### src/source/rvPkg.sv
// rvCore shared definitions
// Word and register index types, RV32I opcode and funct3 values,
// and the select codes exchanged between controller and datapath
package rvPkg;

    // Data, address and instruction word
    typedef logic [31:0] word_t;
    typedef logic [4:0]  regAddr_t;
    typedef logic [6:0]  opcode_t;

    // Supported major opcodes
    localparam opcode_t opLoad     = 7'b0000011;
    localparam opcode_t opStore    = 7'b0100011;
    localparam opcode_t opRtype    = 7'b0110011;
    localparam opcode_t opBranch   = 7'b1100011;
    localparam opcode_t opItypeAlu = 7'b0010011;
    localparam opcode_t opJal      = 7'b1101111;
    localparam opcode_t opJalr     = 7'b1100111;
    localparam opcode_t opLui      = 7'b0110111;

    // funct3 fields
    localparam logic [2:0] f3AddSub = 3'b000;
    localparam logic [2:0] f3Slt    = 3'b010;
    localparam logic [2:0] f3Or     = 3'b110;
    localparam logic [2:0] f3And    = 3'b111;
    localparam logic [2:0] f3Beq    = 3'b000;
    localparam logic [2:0] f3Bne    = 3'b001;
    localparam logic [2:0] f3LwSw   = 3'b010;

    // ALU operation
    typedef logic [2:0] aluCtrl_t;
    localparam aluCtrl_t aluAdd = 3'b000;
    localparam aluCtrl_t aluSub = 3'b001;
    localparam aluCtrl_t aluAnd = 3'b010;
    localparam aluCtrl_t aluOr  = 3'b011;
    localparam aluCtrl_t aluSlt = 3'b101;

    // Main decoder class handed to the ALU decoder
    typedef logic [1:0] aluOp_t;
    localparam aluOp_t aluOpMemory = 2'b00;
    localparam aluOp_t aluOpBranch = 2'b01;
    localparam aluOp_t aluOpOther  = 2'b10;

    // Immediate formats
    typedef logic [2:0] immSrc_t;
    localparam immSrc_t immI = 3'b000;
    localparam immSrc_t immS = 3'b001;
    localparam immSrc_t immB = 3'b010;
    localparam immSrc_t immJ = 3'b011;
    localparam immSrc_t immU = 3'b100;

    // Writeback source
    typedef logic [1:0] resultSrc_t;
    localparam resultSrc_t resultAlu       = 2'b00;
    localparam resultSrc_t resultMemory    = 2'b01;
    localparam resultSrc_t resultPcPlus4   = 2'b10;
    localparam resultSrc_t resultImmediate = 2'b11;

    // ALU operand source in execute
    typedef logic [1:0] forward_t;
    localparam forward_t fwdFromRegister  = 2'b00;
    localparam forward_t fwdFromWriteback = 2'b01;
    localparam forward_t fwdFromMemory    = 2'b10;

endpackage

### src/source/pipeCtrlIf.sv
// Controller to datapath bundle
// Instruction fields and stage destinations flow up from the datapath,
// decoded controls, forwarding selects and hazard controls flow back
`timescale 1ns/1ps

interface pipeCtrlIf;
    import rvPkg::*;

    // Decode stage fields
    opcode_t    op;
    logic [2:0] funct3;
    logic       funct7b5;
    regAddr_t   rs1D;
    regAddr_t   rs2D;

    // Execute and later stage register indices
    regAddr_t   rs1E;
    regAddr_t   rs2E;
    regAddr_t   rdE;
    logic       zeroE;
    regAddr_t   rdM;
    regAddr_t   rdW;

    // Hazard controls
    logic       stallF;
    logic       stallD;
    logic       flushD;
    logic       flushE;

    // Per-stage controls
    immSrc_t    immSrcD;
    aluCtrl_t   aluControlE;
    logic       aluSrcE;
    logic       pcSrcE;
    forward_t   forwardAE;
    forward_t   forwardBE;
    resultSrc_t resultSrcM;
    resultSrc_t resultSrcW;
    logic       regWriteW;

    modport ctrl (
        input  op, funct3, funct7b5, rs1D, rs2D, rs1E, rs2E, rdE, zeroE, rdM, rdW,
        output stallF, stallD, flushD, flushE, immSrcD, aluControlE, aluSrcE, pcSrcE,
        output forwardAE, forwardBE, resultSrcM, resultSrcW, regWriteW
    );

    modport dp (
        output op, funct3, funct7b5, rs1D, rs2D, rs1E, rs2E, rdE, zeroE, rdM, rdW,
        input  stallF, stallD, flushD, flushE, immSrcD, aluControlE, aluSrcE, pcSrcE,
        input  forwardAE, forwardBE, resultSrcM, resultSrcW, regWriteW
    );

endinterface

### src/source/controller.sv
// Pipeline controller
// Main and ALU decode, control pipeline E/M/W, branch resolution,
// operand forwarding selects and load-use / redirect hazard handling
`timescale 1ns/1ps

module controller (
    input  logic    clk,
    input  logic    reset,
    output logic    memWriteM_o,
    pipeCtrlIf.ctrl ctrl
);
    import rvPkg::*;

    // Decode stage controls
    logic       regWriteD;
    immSrc_t    immSrcD;
    logic       aluSrcD;
    logic       memWriteD;
    resultSrc_t resultSrcD;
    logic       branchD;
    aluOp_t     aluOpD;
    logic       jumpD;
    aluCtrl_t   aluControlD;
    logic       bneD;
    logic       rtypeSubD;

    // Execute stage controls
    logic       regWriteE;
    resultSrc_t resultSrcE;
    logic       memWriteE;
    logic       jumpE;
    logic       branchE;
    logic       bneE;
    aluCtrl_t   aluControlE;
    logic       aluSrcE;

    // Memory and writeback controls
    logic       regWriteM;
    resultSrc_t resultSrcM;
    logic       regWriteW;
    resultSrc_t resultSrcW;

    logic       pcSrcE;
    logic       lwStall;

    // Main decoder, unknown opcodes fall through as a bubble
    always_comb begin
        regWriteD  = 1'b0;
        immSrcD    = immI;
        aluSrcD    = 1'b0;
        memWriteD  = 1'b0;
        resultSrcD = resultAlu;
        branchD    = 1'b0;
        aluOpD     = aluOpMemory;
        jumpD      = 1'b0;
        case (ctrl.op)
            opLoad: begin
                regWriteD  = 1'b1;
                aluSrcD    = 1'b1;
                resultSrcD = resultMemory;
            end
            opStore: begin
                immSrcD   = immS;
                aluSrcD   = 1'b1;
                memWriteD = 1'b1;
            end
            opRtype: begin
                regWriteD = 1'b1;
                aluOpD    = aluOpOther;
            end
            opBranch: begin
                immSrcD = immB;
                branchD = 1'b1;
                aluOpD  = aluOpBranch;
            end
            opItypeAlu: begin
                regWriteD = 1'b1;
                aluSrcD   = 1'b1;
                aluOpD    = aluOpOther;
            end
            opJal: begin
                regWriteD  = 1'b1;
                immSrcD    = immJ;
                resultSrcD = resultPcPlus4;
                jumpD      = 1'b1;
            end
            opJalr: begin
                regWriteD  = 1'b1;
                resultSrcD = resultPcPlus4;
                jumpD      = 1'b1;
            end
            opLui: begin
                regWriteD  = 1'b1;
                immSrcD    = immU;
                resultSrcD = resultImmediate;
            end
            default: ;
        endcase
    end

    // Only R-type carries the subtract bit in funct7
    assign rtypeSubD = ctrl.funct7b5 & ctrl.op[5];

    // ALU decoder
    always_comb begin
        aluControlD = aluAdd;
        case (aluOpD)
            aluOpBranch: aluControlD = aluSub;
            aluOpOther: begin
                case (ctrl.funct3)
                    f3AddSub: aluControlD = rtypeSubD ? aluSub : aluAdd;
                    f3Slt:    aluControlD = aluSlt;
                    f3Or:     aluControlD = aluOr;
                    f3And:    aluControlD = aluAnd;
                    default:  aluControlD = aluAdd;
                endcase
            end
            default: ;
        endcase
    end

    // bne flips the zero test at resolution
    always_comb begin
        case (ctrl.funct3)
            f3Beq:   bneD = 1'b0;
            f3Bne:   bneD = 1'b1;
            default: bneD = 1'b0;
        endcase
    end

    // Execute stage, bubble on flush
    always_ff @(posedge clk) begin
        if (reset || ctrl.flushE) begin
            regWriteE   <= 1'b0;
            resultSrcE  <= resultAlu;
            memWriteE   <= 1'b0;
            jumpE       <= 1'b0;
            branchE     <= 1'b0;
            bneE        <= 1'b0;
            aluControlE <= aluAdd;
            aluSrcE     <= 1'b0;
        end else begin
            regWriteE   <= regWriteD;
            resultSrcE  <= resultSrcD;
            memWriteE   <= memWriteD;
            jumpE       <= jumpD;
            branchE     <= branchD;
            bneE        <= bneD;
            aluControlE <= aluControlD;
            aluSrcE     <= aluSrcD;
        end
    end

    // Memory and writeback stages
    always_ff @(posedge clk) begin
        if (reset) begin
            regWriteM   <= 1'b0;
            resultSrcM  <= resultAlu;
            memWriteM_o <= 1'b0;
            regWriteW   <= 1'b0;
            resultSrcW  <= resultAlu;
        end else begin
            regWriteM   <= regWriteE;
            resultSrcM  <= resultSrcE;
            memWriteM_o <= memWriteE;
            regWriteW   <= regWriteM;
            resultSrcW  <= resultSrcM;
        end
    end

    // Taken branch or any jump redirects fetch
    assign pcSrcE = (branchE & (ctrl.zeroE ^ bneE)) | jumpE;

    // Memory stage wins over writeback, x0 never forwarded
    function automatic forward_t forwardSel(regAddr_t rs, regAddr_t rdM, logic wrM,
                                            regAddr_t rdW, logic wrW);
        if (wrM && rs == rdM && rs != '0) begin
            return fwdFromMemory;
        end else if (wrW && rs == rdW && rs != '0) begin
            return fwdFromWriteback;
        end
        return fwdFromRegister;
    endfunction

    assign ctrl.forwardAE = forwardSel(ctrl.rs1E, ctrl.rdM, regWriteM, ctrl.rdW, regWriteW);
    assign ctrl.forwardBE = forwardSel(ctrl.rs2E, ctrl.rdM, regWriteM, ctrl.rdW, regWriteW);

    // Load in execute feeding the instruction in decode
    assign lwStall = (resultSrcE == resultMemory) &&
                     (ctrl.rs1D == ctrl.rdE || ctrl.rs2D == ctrl.rdE) &&
                     (ctrl.rdE != '0);

    assign ctrl.stallF      = lwStall;
    assign ctrl.stallD      = lwStall;
    assign ctrl.flushD      = pcSrcE;
    assign ctrl.flushE      = lwStall | pcSrcE;
    assign ctrl.pcSrcE      = pcSrcE;
    assign ctrl.immSrcD     = immSrcD;
    assign ctrl.aluControlE = aluControlE;
    assign ctrl.aluSrcE     = aluSrcE;
    assign ctrl.resultSrcM  = resultSrcM;
    assign ctrl.resultSrcW  = resultSrcW;
    assign ctrl.regWriteW   = regWriteW;

endmodule

### src/source/registerFile.sv
// Integer register file
// 31 writable registers plus hardwired x0, two async reads, one write
// Write lands on the falling edge so decode sees it the same cycle
`timescale 1ns/1ps

module registerFile (
    input  logic            clk,
    input  logic            we_i,
    input  rvPkg::regAddr_t ra1_i,
    input  rvPkg::regAddr_t ra2_i,
    input  rvPkg::regAddr_t wa_i,
    input  rvPkg::word_t    wd_i,
    output rvPkg::word_t    rd1_o,
    output rvPkg::word_t    rd2_o
);
    import rvPkg::*;

    // x0 has no storage
    word_t regs [31:1];

    always_ff @(negedge clk) begin
        if (we_i && wa_i != '0) begin
            regs[wa_i] <= wd_i;
        end
    end

    assign rd1_o = (ra1_i == '0) ? '0 : regs[ra1_i];
    assign rd2_o = (ra2_i == '0) ? '0 : regs[ra2_i];

endmodule

### src/source/datapath.sv
// Pipeline datapath
// PC, the F/D, D/E, E/M and M/W registers, immediate extension,
// forwarding muxes, ALU, redirect target and writeback select
`timescale 1ns/1ps

module datapath #(
    parameter rvPkg::word_t resetAddr = '0
) (
    input  logic         clk,
    input  logic         reset,
    pipeCtrlIf.dp        dp,
    output rvPkg::word_t instrAddr_o,
    input  rvPkg::word_t instrData_i,
    output rvPkg::word_t dataAddr_o,
    output rvPkg::word_t dataWData_o,
    input  rvPkg::word_t dataRData_i
);
    import rvPkg::*;

    // Fetch
    word_t    pcF, pcPlus4F, pcNextF;
    // Decode
    word_t    instrD, pcD, pcPlus4D, rd1D, rd2D, immExtD;
    logic     jalrD;
    // Execute
    word_t    rd1E, rd2E, pcE, pcPlus4E, immExtE;
    word_t    srcAE, srcBE, writeDataE, aluResultE, targetBaseE, pcTargetE;
    regAddr_t rs1E, rs2E, rdE;
    logic     jalrE;
    // Memory
    word_t    aluResultM, writeDataM, pcPlus4M, immExtM, fwdValueM;
    regAddr_t rdM;
    // Writeback
    word_t    aluResultW, readDataW, pcPlus4W, immExtW, resultW;
    regAddr_t rdW;

    // PC, held on load-use stall
    assign pcPlus4F = pcF + 32'd4;
    assign pcNextF  = dp.pcSrcE ? pcTargetE : pcPlus4F;

    always_ff @(posedge clk) begin
        if (reset) begin
            pcF <= resetAddr;
        end else if (!dp.stallF) begin
            pcF <= pcNextF;
        end
    end

    assign instrAddr_o = pcF;

    // Instruction word cleared to a bubble on flush
    always_ff @(posedge clk) begin
        if (reset || dp.flushD) begin
            instrD <= '0;
        end else if (!dp.stallD) begin
            instrD <= instrData_i;
        end
    end

    always_ff @(posedge clk) begin
        if (!dp.stallD) begin
            pcD      <= pcF;
            pcPlus4D <= pcPlus4F;
        end
    end

    // Field split for the controller
    assign dp.op       = instrD[6:0];
    assign dp.funct3   = instrD[14:12];
    assign dp.funct7b5 = instrD[30];
    assign dp.rs1D     = instrD[19:15];
    assign dp.rs2D     = instrD[24:20];
    assign jalrD       = (instrD[6:0] == opJalr);

    registerFile i_registerFile (
        .clk   (clk),
        .we_i  (dp.regWriteW),
        .ra1_i (instrD[19:15]),
        .ra2_i (instrD[24:20]),
        .wa_i  (rdW),
        .wd_i  (resultW),
        .rd1_o (rd1D),
        .rd2_o (rd2D)
    );

    // Immediate extension
    always_comb begin
        case (dp.immSrcD)
            immI:    immExtD = {{20{instrD[31]}}, instrD[31:20]};
            immS:    immExtD = {{20{instrD[31]}}, instrD[31:25], instrD[11:7]};
            immB:    immExtD = {{20{instrD[31]}}, instrD[7], instrD[30:25],
                                instrD[11:8], 1'b0};
            immJ:    immExtD = {{12{instrD[31]}}, instrD[19:12], instrD[20],
                                instrD[30:21], 1'b0};
            immU:    immExtD = {instrD[31:12], 12'b0};
            default: immExtD = '0;
        endcase
    end

    // Execute register, control bubble comes from the controller side
    always_ff @(posedge clk) begin
        rd1E     <= rd1D;
        rd2E     <= rd2D;
        pcE      <= pcD;
        pcPlus4E <= pcPlus4D;
        immExtE  <= immExtD;
        rs1E     <= instrD[19:15];
        rs2E     <= instrD[24:20];
        rdE      <= instrD[11:7];
        jalrE    <= jalrD;
    end

    assign dp.rs1E = rs1E;
    assign dp.rs2E = rs2E;
    assign dp.rdE  = rdE;

    // Memory stage value as seen by a dependent instruction
    always_comb begin
        case (dp.resultSrcM)
            resultPcPlus4:   fwdValueM = pcPlus4M;
            resultImmediate: fwdValueM = immExtM;
            default:         fwdValueM = aluResultM;
        endcase
    end

    // Operand forwarding
    always_comb begin
        case (dp.forwardAE)
            fwdFromWriteback: srcAE = resultW;
            fwdFromMemory:    srcAE = fwdValueM;
            default:          srcAE = rd1E;
        endcase
        case (dp.forwardBE)
            fwdFromWriteback: writeDataE = resultW;
            fwdFromMemory:    writeDataE = fwdValueM;
            default:          writeDataE = rd2E;
        endcase
    end

    assign srcBE = dp.aluSrcE ? immExtE : writeDataE;

    // ALU
    always_comb begin
        case (dp.aluControlE)
            aluAdd:  aluResultE = srcAE + srcBE;
            aluSub:  aluResultE = srcAE - srcBE;
            aluAnd:  aluResultE = srcAE & srcBE;
            aluOr:   aluResultE = srcAE | srcBE;
            aluSlt:  aluResultE = {31'b0, $signed(srcAE) < $signed(srcBE)};
            default: aluResultE = '0;
        endcase
    end

    assign dp.zeroE = (aluResultE == '0);

    // jalr jumps off rs1, the rest off the PC
    assign targetBaseE = jalrE ? srcAE : pcE;
    assign pcTargetE   = (targetBaseE + immExtE) & ~32'd1;

    // Memory register
    always_ff @(posedge clk) begin
        aluResultM <= aluResultE;
        writeDataM <= writeDataE;
        pcPlus4M   <= pcPlus4E;
        immExtM    <= immExtE;
        rdM        <= rdE;
    end

    assign dataAddr_o  = aluResultM;
    assign dataWData_o = writeDataM;
    assign dp.rdM      = rdM;

    // Writeback register
    always_ff @(posedge clk) begin
        aluResultW <= aluResultM;
        readDataW  <= dataRData_i;
        pcPlus4W   <= pcPlus4M;
        immExtW    <= immExtM;
        rdW        <= rdM;
    end

    assign dp.rdW = rdW;

    always_comb begin
        case (dp.resultSrcW)
            resultMemory:    resultW = readDataW;
            resultPcPlus4:   resultW = pcPlus4W;
            resultImmediate: resultW = immExtW;
            default:         resultW = aluResultW;
        endcase
    end

endmodule

### src/source/rvCore.sv
// rvCore top level
// Five-stage RV32I subset core, controller plus datapath joined by
// the control bundle, with plain instruction and data memory ports
`timescale 1ns/1ps

module rvCore #(
    parameter rvPkg::word_t resetAddr = '0
) (
    input  logic         clk,
    input  logic         reset,
    // Instruction port, data returned same cycle
    output rvPkg::word_t instrAddr_o,
    input  rvPkg::word_t instrData_i,
    // Data port, write at rising edge
    output rvPkg::word_t dataAddr_o,
    output rvPkg::word_t dataWData_o,
    output logic         dataWe_o,
    input  rvPkg::word_t dataRData_i
);

    // Controller to datapath bundle
    pipeCtrlIf ctrlBus ();

    controller i_controller (
        .clk         (clk),
        .reset       (reset),
        .memWriteM_o (dataWe_o),
        .ctrl        (ctrlBus.ctrl)
    );

    datapath #(
        .resetAddr (resetAddr)
    ) i_datapath (
        .clk         (clk),
        .reset       (reset),
        .dp          (ctrlBus.dp),
        .instrAddr_o (instrAddr_o),
        .instrData_i (instrData_i),
        .dataAddr_o  (dataAddr_o),
        .dataWData_o (dataWData_o),
        .dataRData_i (dataRData_i)
    );

endmodule

### config.mk
export PLATFORM = sky130hd
export DESIGN_NAME = rvCore
export DESIGN_NICKNAME = d
export VERILOG_FILES = /design/src/source/rvPkg.sv /design/src/source/pipeCtrlIf.sv /design/src/source/controller.sv /design/src/source/registerFile.sv /design/src/source/datapath.sv /design/src/source/rvCore.sv
export SDC_FILE = /design/constraint.sdc
export NUM_CORES = 2
export LEC_CHECK = 0
export BUFFER_PORTS_ARGS = -buffer_cell sky130_fd_sc_hd__buf_2
export CAP_MARGIN = 10
export CORE_ASPECT_RATIO = 1.4
export CORE_MARGIN = 2
export CORE_UTILIZATION = 25
export CTS_BUF_LIST = sky130_fd_sc_hd__clkbuf_4
export CTS_CLUSTER_SIZE = 25
export DETAILED_ROUTE_END_ITERATION = 12
export PLACE_DENSITY = 0.51
export SYNTH_ARGS = -nofsm -noshare
export SYNTH_HDL_FRONTEND = slang
export SYNTH_SLANG_ARGS = --single-unit
### constraint.sdc
create_clock -name clk -period 8.2 [get_ports clk]
set_input_delay 0 -clock clk [delete_from_list [all_inputs] [get_ports clk]]
set_output_delay 0 -clock clk [all_outputs]
set_load 0.02 [all_outputs]
==> out/qor.csv <==
stage,metric,value,unit
global_routing,grt_pass1_vias,56786,
setup_path,cp_max_fo,36,
layout,syn2layout_area_growth,22.9,%
floorplanning,core_area,285000,um^2
yosys,syn-num-nets,5087,
worst_hold_path,min_path_type,input pin to flip-flop,
setup_path,required,9.32,ns
yosys,ys_types,101,
route,routed_wl,283000,um
clock_network,cts_buffers,398,
route,postRouteAntennaNets,0,
flow_run,cap_violations,0,
power,powerDensity,245,nW/um^2
yosys,syn_area_per_cell,14.7,um^2
layout,final_net_count,6628,
yosys,async_reset_ff_share,0,%
floorplanning,dieWidth,456,um
global_routing,track_usage,18.9,%
sta,setup_slack,0.222,ns
yosys,yosysWarnings,0,
clock_network,clk_transition_reported_paths,0.07,ns
sta,period_share,97.3,%
layout,instances_no_fill,10507,
floorplanning,die_area,291000,um^2
sta,hold_viol,0,
route,via_per_inst,4.99,
global_routing,gr-total-overflow,0,
sta,worst_pin_slew,1.31,ns
power,p_leak,34.1,nW
status,run_status,finished clean,
route,avgRoutedWirePerCell,26.9,um
sta,period_needed,7.98,ns
setup_path,r2r_slack,0.22,ns
layout,final_cell_area,87900,um^2
clock_network,clkSinkCount,1571,
placement,hpwl,185000,um
worst_hold_path,hp-start,instrData_i[3],
sta,drv_slew,0,
setup_path,cp-start-kind,flip-flop,
sta,timing.fmax,125,MHz
floorplanning,num_rows,232,
yosys,ys_seq_area_share,58.7,%
sta,maxSlewHeadroom,12.5,%
placement,dp.cells,8612,
clock_network,post-cts-setup-buffers,0,
placement,place_ws,0.0555,ns
global_routing,grt_max_degree,148,
clock_network,cts-root-buf,clkbuf_4,
yosys,synthFlopType,edfxtp_1,
floorplanning,initial_core_util,25.1,%
setup_path,cp.arrival,9.10,ns
layout,drive_above_1_share,24.1,%
worst_hold_path,worstHoldEndpoint,i_datapath.instrD[3],
placement,postPlaceCellArea,77600,um^2
global_routing,antenna_found_initial,23,
setup_path,reg2reg_depth,22,
layout,seq_area,42000,um^2
layout,fillers,29066,
clock_network,h-tree-depth,5,
sta,skew,0.267,ns
yosys,yosys_register_bits,1571,
clock_network,cts_tree,built,
yosys,syn_area,71600,um^2
route,routed-via-count,52474,
yosys,synth_cells,4883,
yosys,yosys.area.top_type,edfxtp_1,
route,drc,0,
yosys,synth_top_area_share,44.2,%
setup_path,crit_path_end_kind,flip-flop,
sta,setup_violations,0,
setup_path,r2r-start,i_datapath.dp.rdM[1],
placement,portBuffers,161,
sta,rsz0062_at_grt,no,
clock_network,clock_path_buffers,4,
yosys,synth.top_cells.by_count,"edfxtp_1, dfxtp_1, mux4_2",
yosys,synth_edf_count,1053,
layout,multi_input_area,28100,um^2
floorplanning,io_pins,163,
floorplanning,die_h,637,um
setup_path,critical_path_class,flip-flop to flip-flop,
clock_network,clock_latency,1.32,ns
setup_path,timing.rr.end,i_controller.ctrl.aluSrcE,
worst_hold_path,min_path_cells,5,
global_routing,grt_first_pass_wirelength,396000,um
yosys,synth_area_leaders,"edfxtp_1, dfxtp_1, mux4_2, mux2i_1, ha_1",
route,drtIter0Drc,4321,
power,ir_worst_vdd,119,uV
yosys,yosys.cell_count.top_type,edfxtp_1,
route,drtPass1Iterations,7,
placement,place_congestion,0.908,
==> power breakdown <==
| part | internal, mW | switching [mW] |
|---|---|---|
| combinational | 1.05 | 2.37 |
| sequential | 9.37 | 0.348 |
| clock | 3.78 | 4.64 |
| total | 14.2 | 7.36 |
==> routing by layer <==
metal	vias to the layer above	wire (um)	global-route usage (%)
li1	22637	-	-
met1	26811	98100	19.7
met2	2292	146000	33.3
met3	728	17200	3.60
met4	6	21100	15.3
met5	-	44	0
==> worst max-delay path: stages, from the launching register on <==
cell       delay (ns)
dfxtp_1          0.40
xnor2_1          0.16
nand4_1          0.26
nor2_4           0.70
buf_4            0.37
mux2i_1          0.85
ha_1             0.50
nand2b_1         0.23
or2_1            0.28
a211oi_4         0.36
nor4_4           0.11
o41a_1           0.46
a221oi_2         0.31
a21oi_1          0.10
buf_4            0.15
a2111oi_2        0.45
nor4b_4          0.48
buf_4            0.20
a21oi_1          0.13
a211o_1          0.29
buf_12           0.18
or3_4            0.46
a2111oi_2        0.29
==> sequential cells by signal, indices dropped and copies added (netlist names), 5 cells and up <==
| signal | count |
|---|---|
| i_datapath.instrAddr_o | 31 |
| i_datapath.dp.rs2E | 5 |
| i_datapath.dp.rs1E | 5 |
| i_datapath.immExtW | 32 |
| i_datapath.immExtM | 32 |
| i_datapath.dp.rdW | 5 |
| i_datapath.dataAddr_o | 32 |
| i_datapath.pcPlus4W | 31 |
| i_datapath.dataWData_o | 32 |
| i_datapath.dp.rdM | 5 |
| i_datapath.immExtE | 32 |
| i_datapath.readDataW | 32 |
| i_datapath.pcE | 31 |
| i_datapath.aluResultW | 32 |
| i_datapath.rd2E | 32 |
| i_datapath.rd1E | 32 |
| i_datapath.pcD | 30 |
| i_datapath.instrD | 32 |
| i_datapath.pcPlus4M | 31 |
| i_datapath.dp.rdE | 5 |
| i_datapath.pcPlus4D | 31 |
| i_datapath.i_registerFile.regs | 992 |
| i_datapath.pcPlus4E | 30 |
==> stage by stage <==
step | util [%] | power [mW] | hold WS [ns] | TNS, ns
after floorplan | - | 12.3 | 0.0277 | 0
after global placement | 27.2 | 13.8 | 0.104 | -2.58
after detailed placement | 27.2 | 13.9 | 0.104 | 0
after CTS | 30.8 | 21.8 | 0.0212 | 0
after global routing | 30.8 | 22.8 | 0.0984 | 0
final | 30.8 | 21.6 | 0.156 | 0
==> cell families after synthesis <==
kind of cell,Yosys count,share of synthesized area [%]
flops,1571,58.7
compound gates,890,8.59
mux,887,20.7
simple gates,837,5.91
buf+inv,462,2.52
fa+ha+maj,138,2.44
xor+xnor,97,1.19
other cells,1,0.00524
==> what timing repair did <==
item | 4_1_cts | 5_1_grt
hold buffers | 165 | 0
endpoints found under the setup margin | 1 | 34
endpoints found under the hold margin | 113 | 0
resized for setup | 1 | 3
==> how the worst max path moves through the flow <==
stage | cells after the start | to | startpoint | slack [ns]
2_1_floorplan | 3 | i_datapath.i_registerFile.regs[10][0] | i_datapath.dp.rdW[1] | 0.60
3_3_place_gp | 22 | i_controller.ctrl.aluSrcE | i_datapath.dp.rs1E[4] | -0.31
3_5_place_dp | 22 | i_controller.ctrl.aluSrcE | i_datapath.dp.rdM[1] | 0.06
4_1_cts | 21 | i_controller.ctrl.aluSrcE | i_controller.ctrl.resultSrcW[0] | 0.002
5_1_grt | 22 | i_controller.ctrl.aluSrcE | i_controller.ctrl.resultSrcW[0] | 0.03
6_report | 22 | i_controller.ctrl.aluSrcE | i_datapath.dp.rdM[1] | 0.22
==> final cells by class <==
type                    instances  area share, %
inverters                     117          0.500
well taps                    3744           5.33
diodes                         41          0.117
flip-flops and latches       1571           47.8
clock inverters              1212           5.62
clock buffers                 478           4.08
multi-input cells            2850           32.0
repair buffers                494           4.57
==> cell usage in the layout (no fill, tap or decap), types with 23 or more instances in the layout <==
master,n
mux2_2,150
nor2_4,23
nand2b_1,34
inv_1,1211
dfxtp_1,501
dlygate4sd3_1,165
nor2b_1,83
clkbuf_4,478
nand2_1,236
or3_1,23
diode_2,41
o21ai_0,161
nor2_1,130
xnor2_1,67
nand3_1,55
o221ai_1,51
ha_1,135
a211oi_1,59
clkinv_1,32
a21o_1,53
clkinvlp_2,38
nor3_1,90
buf_4,144
buf_2,161
xor2_1,30
mux4_2,457
edfxtp_1,1053
a21oi_1,233
and2_1,23
mux2i_1,277
a221oi_1,114
buf_12,24
No activity file was read; power rests on OpenSTA's default activity.
